## config.mk

```make
export PLATFORM = sky130hd
export DESIGN_NAME = rv32_core
export DESIGN_NICKNAME = d
export VERILOG_FILES = /design/src/verilog/rv32_pkg.sv /design/src/verilog/core_interfaces.sv /design/src/verilog/alu_unit.sv /design/src/verilog/branch_unit.sv /design/src/verilog/decode_issue.sv /design/src/verilog/fetch_unit.sv /design/src/verilog/register_file.sv /design/src/verilog/rv32_core.sv
export SDC_FILE = /design/constraint.sdc
export NUM_CORES = 2
export LEC_CHECK = 0
export BUFFER_PORTS_ARGS = -buffer_cell sky130_fd_sc_hd__buf_2
export CAP_MARGIN = 10
export CORE_ASPECT_RATIO = 0.6
export CORE_UTILIZATION = 40
export CTS_BUF_LIST = sky130_fd_sc_hd__clkbuf_4
export DETAILED_ROUTE_END_ITERATION = 8
export PLACE_DENSITY = 0.65
export SYNTH_ARGS = -nofsm -noshare
export SYNTH_HDL_FRONTEND = slang
export SYNTH_SLANG_ARGS = --single-unit
export TNS_END_PERCENT = 20
```

## constraint.sdc

```tcl
create_clock -name clk -period 15.5 [get_ports clk]
set_input_delay 3.1 -clock clk [delete_from_list [all_inputs] [get_ports clk]]
set_output_delay 3.1 -clock clk [all_outputs]
set_load 0.01 [all_outputs]
```

## src/verilog/rv32_pkg.sv

```systemverilog
// RV32I integer subset only: no loads, stores, CSRs, MUL/DIV or compressed encodings
package rv32_pkg;

    //////////////////////////////
    //Widths
    localparam int XLEN = 32;
    localparam int NUM_REGS = 32;

    typedef logic [XLEN-1:0] word_t;
    typedef logic [XLEN-1:0] addr_t;
    typedef logic [$clog2(NUM_REGS)-1:0] reg_addr_t;
    typedef logic [6:0] opcode_t;

    localparam addr_t RESET_PC = 32'h0000_0000;

    //////////////////////////////
    //Major opcodes
    localparam opcode_t OPC_OP = 7'b0110011;
    localparam opcode_t OPC_OP_IMM = 7'b0010011;
    localparam opcode_t OPC_LUI = 7'b0110111;
    localparam opcode_t OPC_AUIPC = 7'b0010111;
    localparam opcode_t OPC_BRANCH = 7'b1100011;
    localparam opcode_t OPC_JAL = 7'b1101111;
    localparam opcode_t OPC_JALR = 7'b1100111;

    //funct3 of OP and OP-IMM
    localparam logic [2:0] F3_ADD_SUB = 3'b000;
    localparam logic [2:0] F3_SLL = 3'b001;
    localparam logic [2:0] F3_SLT = 3'b010;
    localparam logic [2:0] F3_SLTU = 3'b011;
    localparam logic [2:0] F3_XOR = 3'b100;
    localparam logic [2:0] F3_SRL_SRA = 3'b101;
    localparam logic [2:0] F3_OR = 3'b110;
    localparam logic [2:0] F3_AND = 3'b111;

    //funct3 of BRANCH
    localparam logic [2:0] F3_BEQ = 3'b000;
    localparam logic [2:0] F3_BNE = 3'b001;
    localparam logic [2:0] F3_BLT = 3'b100;
    localparam logic [2:0] F3_BGE = 3'b101;
    localparam logic [2:0] F3_BLTU = 3'b110;
    localparam logic [2:0] F3_BGEU = 3'b111;

    //////////////////////////////
    //Unit operations
    typedef enum logic [3:0] {
        ALU_ADD, ALU_SUB, ALU_SLL, ALU_SLT, ALU_SLTU,
        ALU_XOR, ALU_SRL, ALU_SRA, ALU_OR, ALU_AND,
        ALU_LUI, ALU_AUIPC, ALU_LINK, ALU_NONE
    } alu_op_t;

    typedef enum logic [3:0] {
        BR_BEQ, BR_BNE, BR_BLT, BR_BGE, BR_BLTU, BR_BGEU,
        BR_JAL, BR_JALR, BR_NONE
    } br_op_t;

endpackage
```

## src/verilog/core_interfaces.sv

```systemverilog
// Internal pipeline links; plain levels and strobes, hold is the only back-pressure
`timescale 1ns/1ps

//Fetched word towards decode
interface fetch_if;
    import rv32_pkg::*;

    logic valid;
    addr_t pc;
    word_t instr;
    logic hold;

    modport fetch (output valid, output pc, output instr, input hold);
    modport decode (input valid, input pc, input instr, output hold);
endinterface

//Decoded instruction towards ALU and branch unit
interface issue_if;
    import rv32_pkg::*;

    logic valid;
    alu_op_t alu_op;
    br_op_t br_op;
    word_t rs1_val;
    word_t rs2_val;
    word_t imm;
    addr_t pc;
    reg_addr_t rd;

    modport issuer (
        output valid, output alu_op, output br_op, output rs1_val,
        output rs2_val, output imm, output pc, output rd
    );
    modport unit (
        input valid, input alu_op, input br_op, input rs1_val,
        input rs2_val, input imm, input pc, input rd
    );
endinterface

//Single writeback port, valid only for rd other than x0
interface wb_if;
    import rv32_pkg::*;

    logic valid;
    reg_addr_t rd;
    word_t data;
    addr_t pc;

    modport source (output valid, output rd, output data, output pc);
    modport sink (input valid, input rd, input data, input pc);
endinterface

```

## src/verilog/alu_unit.sv

```systemverilog
// One-cycle ALU; the only writeback source, so results retire in issue order
`timescale 1ns/1ps

module alu_unit (
    input  logic clk,
    input  logic arst_n,
    issue_if.unit issue,
    wb_if.source wb
);
    import rv32_pkg::*;

    word_t a;
    word_t b;
    logic [4:0] shamt;
    word_t result;

    assign a = issue.rs1_val;
    assign b = issue.rs2_val;
    assign shamt = b[4:0];

    always_comb begin
        case (issue.alu_op)
            ALU_ADD: result = a + b;
            ALU_SUB: result = a - b;
            ALU_SLL: result = a << shamt;
            ALU_SLT: result = word_t'($signed(a) < $signed(b));
            ALU_SLTU: result = word_t'(a < b);
            ALU_XOR: result = a ^ b;
            ALU_SRL: result = a >> shamt;
            ALU_SRA: result = word_t'($signed(a) >>> shamt);
            ALU_OR: result = a | b;
            ALU_AND: result = a & b;
            ALU_LUI: result = issue.imm;
            ALU_AUIPC: result = issue.pc + issue.imm;
            //Return address of JAL and JALR
            ALU_LINK: result = issue.pc + 32'd4;
            default: result = '0;
        endcase
    end

    //////////////////////////////
    //Writeback stage
    always_ff @(posedge clk or negedge arst_n) begin
        if (!arst_n) begin
            wb.valid <= 1'b0;
        end else begin
            wb.valid <= issue.valid && issue.alu_op != ALU_NONE && issue.rd != '0;
        end
    end

    always_ff @(posedge clk) begin
        wb.rd <= issue.rd;
        wb.data <= result;
        wb.pc <= issue.pc;
    end

    wb_follows_issue: assert property (@(posedge clk) disable iff (!arst_n)
        wb.valid |-> wb.rd != '0 && $past(issue.valid))
        else $error("writeback without a preceding issue or to x0");

endmodule

```

## src/verilog/branch_unit.sv

```systemverilog
// Resolves branches and jumps at issue; target alignment is not checked here
`timescale 1ns/1ps

module branch_unit (
    input  logic clk,
    input  logic arst_n,
    issue_if.unit issue,
    output logic branch_flush,
    output rv32_pkg::addr_t branch_target
);
    import rv32_pkg::*;

    word_t a;
    word_t b;
    logic taken;
    addr_t jalr_sum;
    addr_t target;

    assign a = issue.rs1_val;
    assign b = issue.rs2_val;

    always_comb begin
        case (issue.br_op)
            BR_BEQ: taken = a == b;
            BR_BNE: taken = a != b;
            BR_BLT: taken = $signed(a) < $signed(b);
            BR_BGE: taken = $signed(a) >= $signed(b);
            BR_BLTU: taken = a < b;
            BR_BGEU: taken = a >= b;
            BR_JAL, BR_JALR: taken = 1'b1;
            default: taken = 1'b0;
        endcase
    end

    //JALR clears bit 0 of the sum
    assign jalr_sum = a + issue.imm;
    assign target = (issue.br_op == BR_JALR) ? {jalr_sum[XLEN-1:1], 1'b0}
                                             : issue.pc + issue.imm;

    always_ff @(posedge clk or negedge arst_n) begin
        if (!arst_n) begin
            branch_flush <= 1'b0;
        end else begin
            branch_flush <= issue.valid && taken;
        end
    end

    always_ff @(posedge clk) begin
        branch_target <= target;
    end

endmodule

```

## src/verilog/decode_issue.sv

```systemverilog
// Unknown opcodes issue as no-ops; a one-cycle stall on a match with the previous rd
`timescale 1ns/1ps

module decode_issue (
    input  logic clk,
    input  logic arst_n,
    fetch_if.decode fetch,
    issue_if.issuer issue,
    output rv32_pkg::reg_addr_t rs1_addr,
    output rv32_pkg::reg_addr_t rs2_addr,
    input  rv32_pkg::word_t rs1_data,
    input  rv32_pkg::word_t rs2_data,
    input  logic branch_flush
);
    import rv32_pkg::*;

    word_t instr;
    opcode_t opcode;
    logic [2:0] funct3;
    logic funct7_alt;
    word_t imm_i;
    word_t imm_u;
    word_t imm_b;
    word_t imm_j;
    word_t imm;
    alu_op_t alu_op;
    br_op_t br_op;
    logic rs1_used;
    logic rs2_used;
    logic op2_imm;
    reg_addr_t issue_rd;
    reg_addr_t last_rd;
    logic stall;
    logic issue_fire;

    function automatic alu_op_t decode_alu(input logic [2:0] f3, input logic alt);
        case (f3)
            F3_ADD_SUB: return alt ? ALU_SUB : ALU_ADD;
            F3_SLL: return ALU_SLL;
            F3_SLT: return ALU_SLT;
            F3_SLTU: return ALU_SLTU;
            F3_XOR: return ALU_XOR;
            F3_SRL_SRA: return alt ? ALU_SRA : ALU_SRL;
            F3_OR: return ALU_OR;
            default: return ALU_AND;
        endcase
    endfunction

    //////////////////////////////
    //Fields and immediates
    assign instr = fetch.instr;
    assign opcode = instr[6:0];
    assign funct3 = instr[14:12];
    assign funct7_alt = instr[30];
    assign rs1_addr = instr[19:15];
    assign rs2_addr = instr[24:20];

    assign imm_i = {{20{instr[31]}}, instr[31:20]};
    assign imm_u = {instr[31:12], 12'b0};
    assign imm_b = {{20{instr[31]}}, instr[7], instr[30:25], instr[11:8], 1'b0};
    assign imm_j = {{12{instr[31]}}, instr[19:12], instr[20], instr[30:21], 1'b0};

    always_comb begin
        alu_op = ALU_NONE;
        br_op = BR_NONE;
        imm = imm_i;
        rs1_used = 1'b0;
        rs2_used = 1'b0;
        op2_imm = 1'b0;
        case (opcode)
            OPC_OP: begin
                rs1_used = 1'b1;
                rs2_used = 1'b1;
                alu_op = decode_alu(funct3, funct7_alt);
            end
            OPC_OP_IMM: begin
                rs1_used = 1'b1;
                op2_imm = 1'b1;
                //Bit 30 is part of the immediate except on right shifts
                alu_op = decode_alu(funct3, funct7_alt && funct3 == F3_SRL_SRA);
            end
            OPC_LUI: begin
                alu_op = ALU_LUI;
                imm = imm_u;
            end
            OPC_AUIPC: begin
                alu_op = ALU_AUIPC;
                imm = imm_u;
            end
            OPC_JAL: begin
                alu_op = ALU_LINK;
                br_op = BR_JAL;
                imm = imm_j;
            end
            OPC_JALR: begin
                rs1_used = 1'b1;
                alu_op = ALU_LINK;
                br_op = BR_JALR;
            end
            OPC_BRANCH: begin
                rs1_used = 1'b1;
                rs2_used = 1'b1;
                imm = imm_b;
                case (funct3)
                    F3_BEQ: br_op = BR_BEQ;
                    F3_BNE: br_op = BR_BNE;
                    F3_BLT: br_op = BR_BLT;
                    F3_BGE: br_op = BR_BGE;
                    F3_BLTU: br_op = BR_BLTU;
                    F3_BGEU: br_op = BR_BGEU;
                    default: br_op = BR_NONE;
                endcase
            end
            default: begin
            end
        endcase
    end

    //Only ALU results are written back
    assign issue_rd = (alu_op != ALU_NONE) ? instr[11:7] : '0;

    //////////////////////////////
    //Hazard and issue
    assign stall = (rs1_used && rs1_addr != '0 && rs1_addr == last_rd) ||
                   (rs2_used && rs2_addr != '0 && rs2_addr == last_rd);
    assign fetch.hold = fetch.valid && stall && !branch_flush;
    assign issue_fire = fetch.valid && !stall && !branch_flush;

    always_ff @(posedge clk or negedge arst_n) begin
        if (!arst_n) begin
            last_rd <= '0;
        end else begin
            last_rd <= issue_fire ? issue_rd : '0;
        end
    end

    assign issue.valid = issue_fire;
    assign issue.alu_op = alu_op;
    assign issue.br_op = br_op;
    assign issue.rs1_val = rs1_data;
    assign issue.rs2_val = op2_imm ? imm : rs2_data;
    assign issue.imm = imm;
    assign issue.pc = fetch.pc;
    assign issue.rd = issue_rd;

    //Squash the word in decode and the one behind it
    flush_squash: assert property (@(posedge clk) disable iff (!arst_n)
        branch_flush |-> !issue.valid ##1 !fetch.valid)
        else $error("instruction issued on the wrong path after a branch flush");

endmodule

```

## src/verilog/fetch_unit.sv

```systemverilog
// Predicts not-taken; instruction memory must return data one cycle after its address
`timescale 1ns/1ps

module fetch_unit (
    input  logic clk,
    input  logic arst_n,
    fetch_if.fetch fetch,
    output rv32_pkg::addr_t imem_addr,
    input  rv32_pkg::word_t imem_data,
    input  logic branch_flush,
    input  rv32_pkg::addr_t branch_target
);
    import rv32_pkg::*;

    addr_t pc_q;
    addr_t pc_prev_q;
    logic valid_q;

    //////////////////////////////
    //Next PC
    always_ff @(posedge clk or negedge arst_n) begin
        if (!arst_n) begin
            pc_q <= RESET_PC;
            valid_q <= 1'b0;
        end else if (branch_flush) begin
            pc_q <= branch_target;
            //Word already in flight is from the wrong path
            valid_q <= 1'b0;
        end else if (!fetch.hold) begin
            pc_q <= pc_q + 32'd4;
            valid_q <= 1'b1;
        end
    end

    //Address of the word now coming out of memory
    always_ff @(posedge clk) begin
        if (!fetch.hold) begin
            pc_prev_q <= imem_addr;
        end
    end

    //On hold, read the word in decode once more
    assign imem_addr = fetch.hold ? pc_prev_q : pc_q;

    assign fetch.valid = valid_q;
    assign fetch.pc = pc_prev_q;
    assign fetch.instr = imem_data;

    //Redirect targets must keep fetch on word boundaries
    imem_aligned: assert property (@(posedge clk) disable iff (!arst_n)
        imem_addr[1:0] == 2'b00)
        else $error("instruction fetch address not word aligned");

endmodule

```

## src/verilog/register_file.sv

```systemverilog
// Single write port from the ALU; reads see a write of the same cycle
`timescale 1ns/1ps

module register_file (
    input  logic clk,
    input  logic arst_n,
    input  rv32_pkg::reg_addr_t rs1_addr,
    input  rv32_pkg::reg_addr_t rs2_addr,
    output rv32_pkg::word_t rs1_data,
    output rv32_pkg::word_t rs2_data,
    wb_if.sink wb
);
    import rv32_pkg::*;

    //x0 has no storage
    word_t regs [1:NUM_REGS-1];

    function automatic word_t read_port(input reg_addr_t addr);
        if (addr == '0) begin
            return '0;
        end else if (wb.valid && wb.rd == addr) begin
            return wb.data;
        end
        return regs[addr];
    endfunction

    always_ff @(posedge clk or negedge arst_n) begin
        if (!arst_n) begin
            for (int i = 1; i < NUM_REGS; i++) begin
                regs[i] <= '0;
            end
        end else if (wb.valid && wb.rd != '0) begin
            regs[wb.rd] <= wb.data;
        end
    end

    always_comb begin
        rs1_data = read_port(rs1_addr);
        rs2_data = read_port(rs2_addr);
    end

endmodule

```

## src/verilog/rv32_core.sv

```systemverilog
// In-order RV32I integer core; synchronous instruction memory, no data memory
`timescale 1ns/1ps

module rv32_core (
    input  logic clk,
    input  logic arst_n,
    output rv32_pkg::addr_t imem_addr,
    input  rv32_pkg::word_t imem_data,
    output logic retire_valid,
    output rv32_pkg::reg_addr_t retire_rd,
    output rv32_pkg::word_t retire_data,
    output rv32_pkg::addr_t retire_pc
);
    import rv32_pkg::*;

    fetch_if fetch ();
    issue_if issue ();
    wb_if wb ();

    reg_addr_t rs1_addr;
    reg_addr_t rs2_addr;
    word_t rs1_data;
    word_t rs2_data;
    logic branch_flush;
    addr_t branch_target;

    //////////////////////////////
    //Front end
    fetch_unit fetch_block (
        .clk (clk),
        .arst_n (arst_n),
        .fetch (fetch),
        .imem_addr (imem_addr),
        .imem_data (imem_data),
        .branch_flush (branch_flush),
        .branch_target (branch_target)
    );

    decode_issue decode_issue_block (
        .clk (clk),
        .arst_n (arst_n),
        .fetch (fetch),
        .issue (issue),
        .rs1_addr (rs1_addr),
        .rs2_addr (rs2_addr),
        .rs1_data (rs1_data),
        .rs2_data (rs2_data),
        .branch_flush (branch_flush)
    );

    register_file register_file_block (
        .clk (clk),
        .arst_n (arst_n),
        .rs1_addr (rs1_addr),
        .rs2_addr (rs2_addr),
        .rs1_data (rs1_data),
        .rs2_data (rs2_data),
        .wb (wb)
    );

    //////////////////////////////
    //Execution units
    alu_unit alu_unit_block (
        .clk (clk),
        .arst_n (arst_n),
        .issue (issue),
        .wb (wb)
    );

    branch_unit branch_unit_block (
        .clk (clk),
        .arst_n (arst_n),
        .issue (issue),
        .branch_flush (branch_flush),
        .branch_target (branch_target)
    );

    //Retire port mirrors writeback
    assign retire_valid = wb.valid;
    assign retire_rd = wb.rd;
    assign retire_data = wb.data;
    assign retire_pc = wb.pc;

endmodule

```

## Word level (Yosys, flattened, before mapping)

Index checks and enable logic that the tools add are counted.

- Reductions and logical operators: 33
- Mux-type cells: 43
- Shift-type cells: 3
- Eq/ne operators: 41
- $lt $le $gt $ge: 8
- Add/subtract/negate cells: 6
- Bitwise logic cells: 6

Operators with widths:

| operator | count |
|---|---|
| 992-bit bitwise mux | 1 |
| 32-bit 2-to-1 mux | 16 |
| 32-bit case mux with 13 select lines | 1 |
| 32-bit binary-select mux with 5-bit select | 2 |
| 32-bit demux with 5-bit select | 1 |
| 32-bit adder | 3 |
| 31-bit case mux with 3 select lines | 1 |
| 32-bit by 3-bit adder with 32-bit output (second input constant) | 2 |
| 32-bit greater-or-equal comparator | 2 |
| 32-bit < comparator | 2 |
| 4-bit case mux with 7 select lines | 2 |
| 32-bit bitwise AND | 1 |
| 32-bit equality test | 1 |
| 4-bit by 3-bit equality test with 1-bit output (second input constant) | 8 |
| 32-bit inequality test | 1 |
| 32-bit OR | 1 |
| 32-bit by 5-bit left shift with 32-bit output | 1 |
| 32-bit by 5-bit >> shifter with 32-bit output | 1 |
| 32-bit by 5-bit >>> shifter with 32-bit output | 1 |
| 32-bit subtractor | 1 |
| 32-bit bitwise XOR | 1 |
| 4-bit case mux with 6 select lines | 1 |
| 7-bit equality test (second input constant) | 3 |
| 4-bit equality test (second input constant) | 5 |
| 27 further kinds | 81 |

- Input port bits: 34
- Register bits after elaboration: 1,165
- Output and inout port bits: 102
- Logic and storage cells: 182

## Longest topological paths before layout

- Word-level depth: 11
- Mapped depth: 27
- Mapped depth without buffers: 21

## Hierarchy

Synthesis repeated with hierarchy kept, for this count alone.

- Cells, all modules: 7,157
- Area total of the unflattened synthesis: 78,143.7 µm²

Modules (own cells, without submodules):

| module | area an instance (µm²) | cells each | sequential area each (µm²) | instances |
|---|---|---|---|---|
| register_file | 54,851.4 | 4,136 | 24,823.8 | 1 |
| alu_unit | 12,958.7 | 1,803 | 1,406.3 | 1 |
| branch_unit | 4,997.3 | 645 | 665.6 | 1 |
| fetch_unit | 3,462.1 | 309 | 1,786.7 | 1 |
| decode_issue | 1,874.3 | 264 | 125.1 | 1 |

## Worst setup path before layout

No wires, ideal clock.

- Path type: input to output
- Start: input port imem_data[15]
- End: output port imem_addr[22]
- Buffers on the path: 9
- Stages: 18
- Slack: 5.476 ns
- Arrival time: 6.924 ns
- Cells stage by stage: buf_6 buf_12 buf_12 buf_6 buf_4 buf_4 nand3b_1 clkbuf_1 and4_1 a21oi_1 o21bai_1 a21oi_1 and3_1 inv_1 clkbuf_1 buf_1 nand2_1 nand2_1

- Longest elaborated chain between the ends: 7

RTL lines:

| what | line | source |
|---|---|---|
| start, declared | rv32_core.sv:8 | `input rv32_pkg::word_t imem_data,` |
| 5-bit nonzero test | decode_issue.sv:124 | `assign stall = (rs1_used && rs1_addr != '0 && rs1_addr == last_rd) \|\|` |
| 1-bit logical AND | decode_issue.sv:124 |  |
| 1-bit logical AND (*) | decode_issue.sv:124 |  |
| 1-bit logical OR (*) | decode_issue.sv:124 |  |
| 1-bit logical AND (*) (2 in series) | decode_issue.sv:126 | `assign fetch.hold = fetch.valid && stall && !branch_flush;` |
| 32-bit 2-to-1 mux (*) | fetch_unit.sv:43 | `assign imem_addr = fetch.hold ? pc_prev_q : pc_q;` |
| end, declared | rv32_core.sv:7 | `output rv32_pkg::addr_t imem_addr,` |

Mark *: on every way between the ends. The rest lies on a longest branch, timed or not.

## Worst setup path in the final report

- Start: input port imem_data[15]
- End: output port imem_addr[30]

Same word-level chain as after synthesis.

==> results by group <==
Outcome
  – Status: completed

Yosys
  – Synth Area per Inst: 12.0 µm²
  – YS warnings: 0
  – Synth Instances: ~6100
  – Top FF cell, synth: dfrtp_1
  – Post-synth EDFFs: 32
  – Post-Syn Area: 73700 µm²
  – Yosys cell types: 107
  – Top cells by instance count after synthesis: mux2_2, dfrtp_1, mux4_2
  – Area contributors post-synth: dfrtp_1, mux2_2, mux4_2
  – Async set or reset register ratio after synthesis: 0.886
  – Post-synth top area share: 0.351
  – Largest area contributor in the netlist: dfrtp_1
  – Syn_nets: 6335
  – #FFs+latches synth: about 1200
  – Post-synthesis sequential area ratio: 0.391
  – Most instantiated library cell after synthesis: mux2_2

Clock tree
  – CTS root buf: clkbuf_4
  – Worst-path clk slew: 80 ps
  – Clock latency on the worst-skew pair: 1200 ps
  – H-tree levels: 5
  – Setup repair bufs after CTS: 0
  – CTS Buf Count: 288
  – Cts repair resizes: 0
  – Bufs on Longest Clock Path: 4
  – Hold_buf cts: 0
  – Total number of clock tree sinks: 1165
  – CTS tree: built

Floorplan
  – DIE HEIGHT: 334 µm
  – Row count: 121
  – Die X: about 560 µm
  – Die ar.: between 150000 and 200000 µm²
  – Starting Density: 0.404
  – Num ports: approximately 140
  – Core area: 182000 µm²

Power and ir drop
  – Sequential share of power: 0.465
  – P per Cell Area: approximately 85 nW/µm²
  – Combinational power share: 0.137
  – Sw Ratio: 0.304
  – NetSw: 2.08 mW
  – Clk network pwr share: 0.398
  – VDD IR max: 68.9 µV
  – Int Power: around 4.8 mW
  – Leak Pwr: 36.8 nW
  – Overall power: 6.84 mW

Layout
  – Fillers: 16835
  – Area grow syn2layout: 9.16%
  – Layout Utilization: 0.441
  – Share of layout cells above drive strength 1: 0.386
  – Fin nets: 6423
  – Post-layout instance area: around 80000 µm²

Routing
  – DRT Pass-1 Iters: 6
  – DRC: 0
  – Post-route ant nets: 0
  – WL final: 290000 µm
  – Iteration-0 DRC Markers: about 8000
  – Vias per cell: between 6 and 7
  – WL per Instance: about 33 µm
  – DR vias: 58292

Placed design
  – I/O Buffers: 135
  – Placed instance area: 76700 µm²
  – Gpl congestion: 1.08
  – DP Wirelength: 200000 µm

STA
  – Slew Limit Fails: 0
  – Fin Hold WS: 396 ps
  – Max_slew headroom: 0.137
  – Final Setup Violations: 0
  – Fmax achieved: around 90 MHz
  – Part of the cycle the worst path needs: 0.712
  – RSZ-0062 raised after global routing: false
  – Transition time of the tightest slew-check pin: 1280 ps
  – Minimum clock period after layout: 11030 ps
  – Final Skew: 151 ps
  – Fin. Hold Viols: 0
  – Setup TNS: 0 ps

Worst setup path
  – Critical path arrival: 7930 ps
  – Max incr delay on CP: 560 ps
  – Worst R2R Setup Slack: roughly 7300 ps
  – CP endpoint kind: output pin
  – Crit path launch type: primary input
  – Slowest cell on the critical path: buf_12
  – CP Cell Sequence: buf_8, buf_12, nand3b_1, buf_4, and4_1, a21oi_1, o21bai_1, a21oi_1, and3_2, buf_4, inv_2, buf_4, nand2_1, nand2_1, buf_2
  – Worst Path Max Fanout: 94
  – Crit path required time: 12400 ps
  – WS Path Type: primary input to output pin
  – Most frequent CP cell: buf_4

Global route
  – First-pass GRT wire length: 417000 µm
  – Initial antenna violation count: 12
  – Total Routing Usage GR: 0.308
  – Total gr overflow: 0
  – Vias in the first global route: 56231
  – Largest net degree at the start of global routing: 166

Flow run
  – # Max-Cap Violations: 0

Hold path
  – Hold Crit Class: flip-flop to flip-flop
-- power by group through the flow --
stage	Sequential, mW	Clock [mW]	Combinational [mW]
finish	3.18	2.72	0.934
CTS	3.18	2.76	0.905
global placement	3.24	0	0.897
floorplan	3.22	0	0.547
detailed placement	3.24	0	0.901
global route	3.19	2.92	0.988
-- stage by stage --
step           cells  setup slack [ps]
2_1_floorplan   6135              5480
6_report        8891              4470
5_1_grt         8886              4080
3_5_place_dp    8392              4330
4_1_cts         8882              4500
3_3_place_gp    8390              4380
-- area by class of cell --
class                           instances  area, µm²  area share
Clock inverter                         76        514     0.00640
Tap cell                             2460       3080      0.0383
Inverter                              129        488     0.00607
Multi-Input combinational cell       4297      42000       0.523
Timing Repair Buffer                  342       2370      0.0295
Sequential cell                      1165      28800       0.358
Clock buffer                          414       3110      0.0387
Antenna cell                            8       20.0    0.000249
-- placed cells by master (no fill, tap or decap), drive strengths merged, types with 58 or more instances in the layout --
master | netlist | routed
clkbuf | 310 | 415
mux2 | 1100 | 1100
dfxtp | 101 | 101
dfrtp | 1032 | 1032
xnor2 | 85 | 85
nor2 | 256 | 256
mux2i | 230 | 230
inv | 126 | 134
o21ai | 188 | 188
ha | 162 | 162
a22oi | 66 | 66
a21oi | 242 | 242
o211ai | 61 | 61
xor2 | 64 | 64
nand3 | 82 | 82
nand2 | 395 | 395
a211oi | 58 | 58
mux4 | 494 | 494
clkinv | 3 | 62
buf | 232 | 341
-- sequential cells by signal, summed over array words and instances (netlist names), 5 cells and up --
name,cells
alu_unit_block.wb.rd,5
register_file_block.regs,992
branch_unit_block.branch_target,32
fetch_block.fetch.pc,32
fetch_block.pc_q,32
alu_unit_block.wb.pc,32
alu_unit_block.wb.data,32
decode_issue_block.last_rd,5
-- layer usage --
layer	vias to the layer above	GRT usage	routed length [µm]
met3	541	0.145	45300
met5	-	0	327
met1	30142	0.465	128000
met4	12	0.0832	8050
met2	4003	0.382	109000
li1	23594	-	-
-- path summary, 6_finish.rpt --
check / startpoint / to / depth (start not counted)
min in group asynchronous: arst_n / register_file_block.regs[495] / 1
worst min-delay path: branch_unit_block.branch_target[15] / fetch_block.pc_q[15] / 2
worst min register to register: branch_unit_block.branch_target[15] / fetch_block.pc_q[15] / 2
max in group asynchronous: arst_n / register_file_block.regs[157] / 3
worst max register to register: alu_unit_block.wb.rd[0] / alu_unit_block.wb.data[30] / 19
worst max-delay path: imem_data[15] / imem_addr[30] / 15
-- cell families (layout without fill, tap and decap cells) --
family / count (synthesis) / after routing / share of synthesized area
AO/OA/AOI/OAI: 1054 / 1054 / 0.0984
flip-flops: 1165 / 1165 / 0.391
XOR/XNOR: 149 / 149 / 0.0177
adder cells (fa/ha/maj): 166 / 166 / 0.0286
other: 0 / 8 / 0
buffers and inverters: 673 / 961 / 0.0422
multiplexers: 1824 / 1824 / 0.351
AND/OR/NAND/NOR: 1104 / 1104 / 0.0707
-- worst max-delay path, delay by kind of cell --
| family | cells | cell delay [ps] |
|---|---|---|
| simple gates | 5 | 1010 |
| buf+inv | 7 | 2980 |
| compound gates | 3 | 590 |
Power figures use the tool's default switching activity.
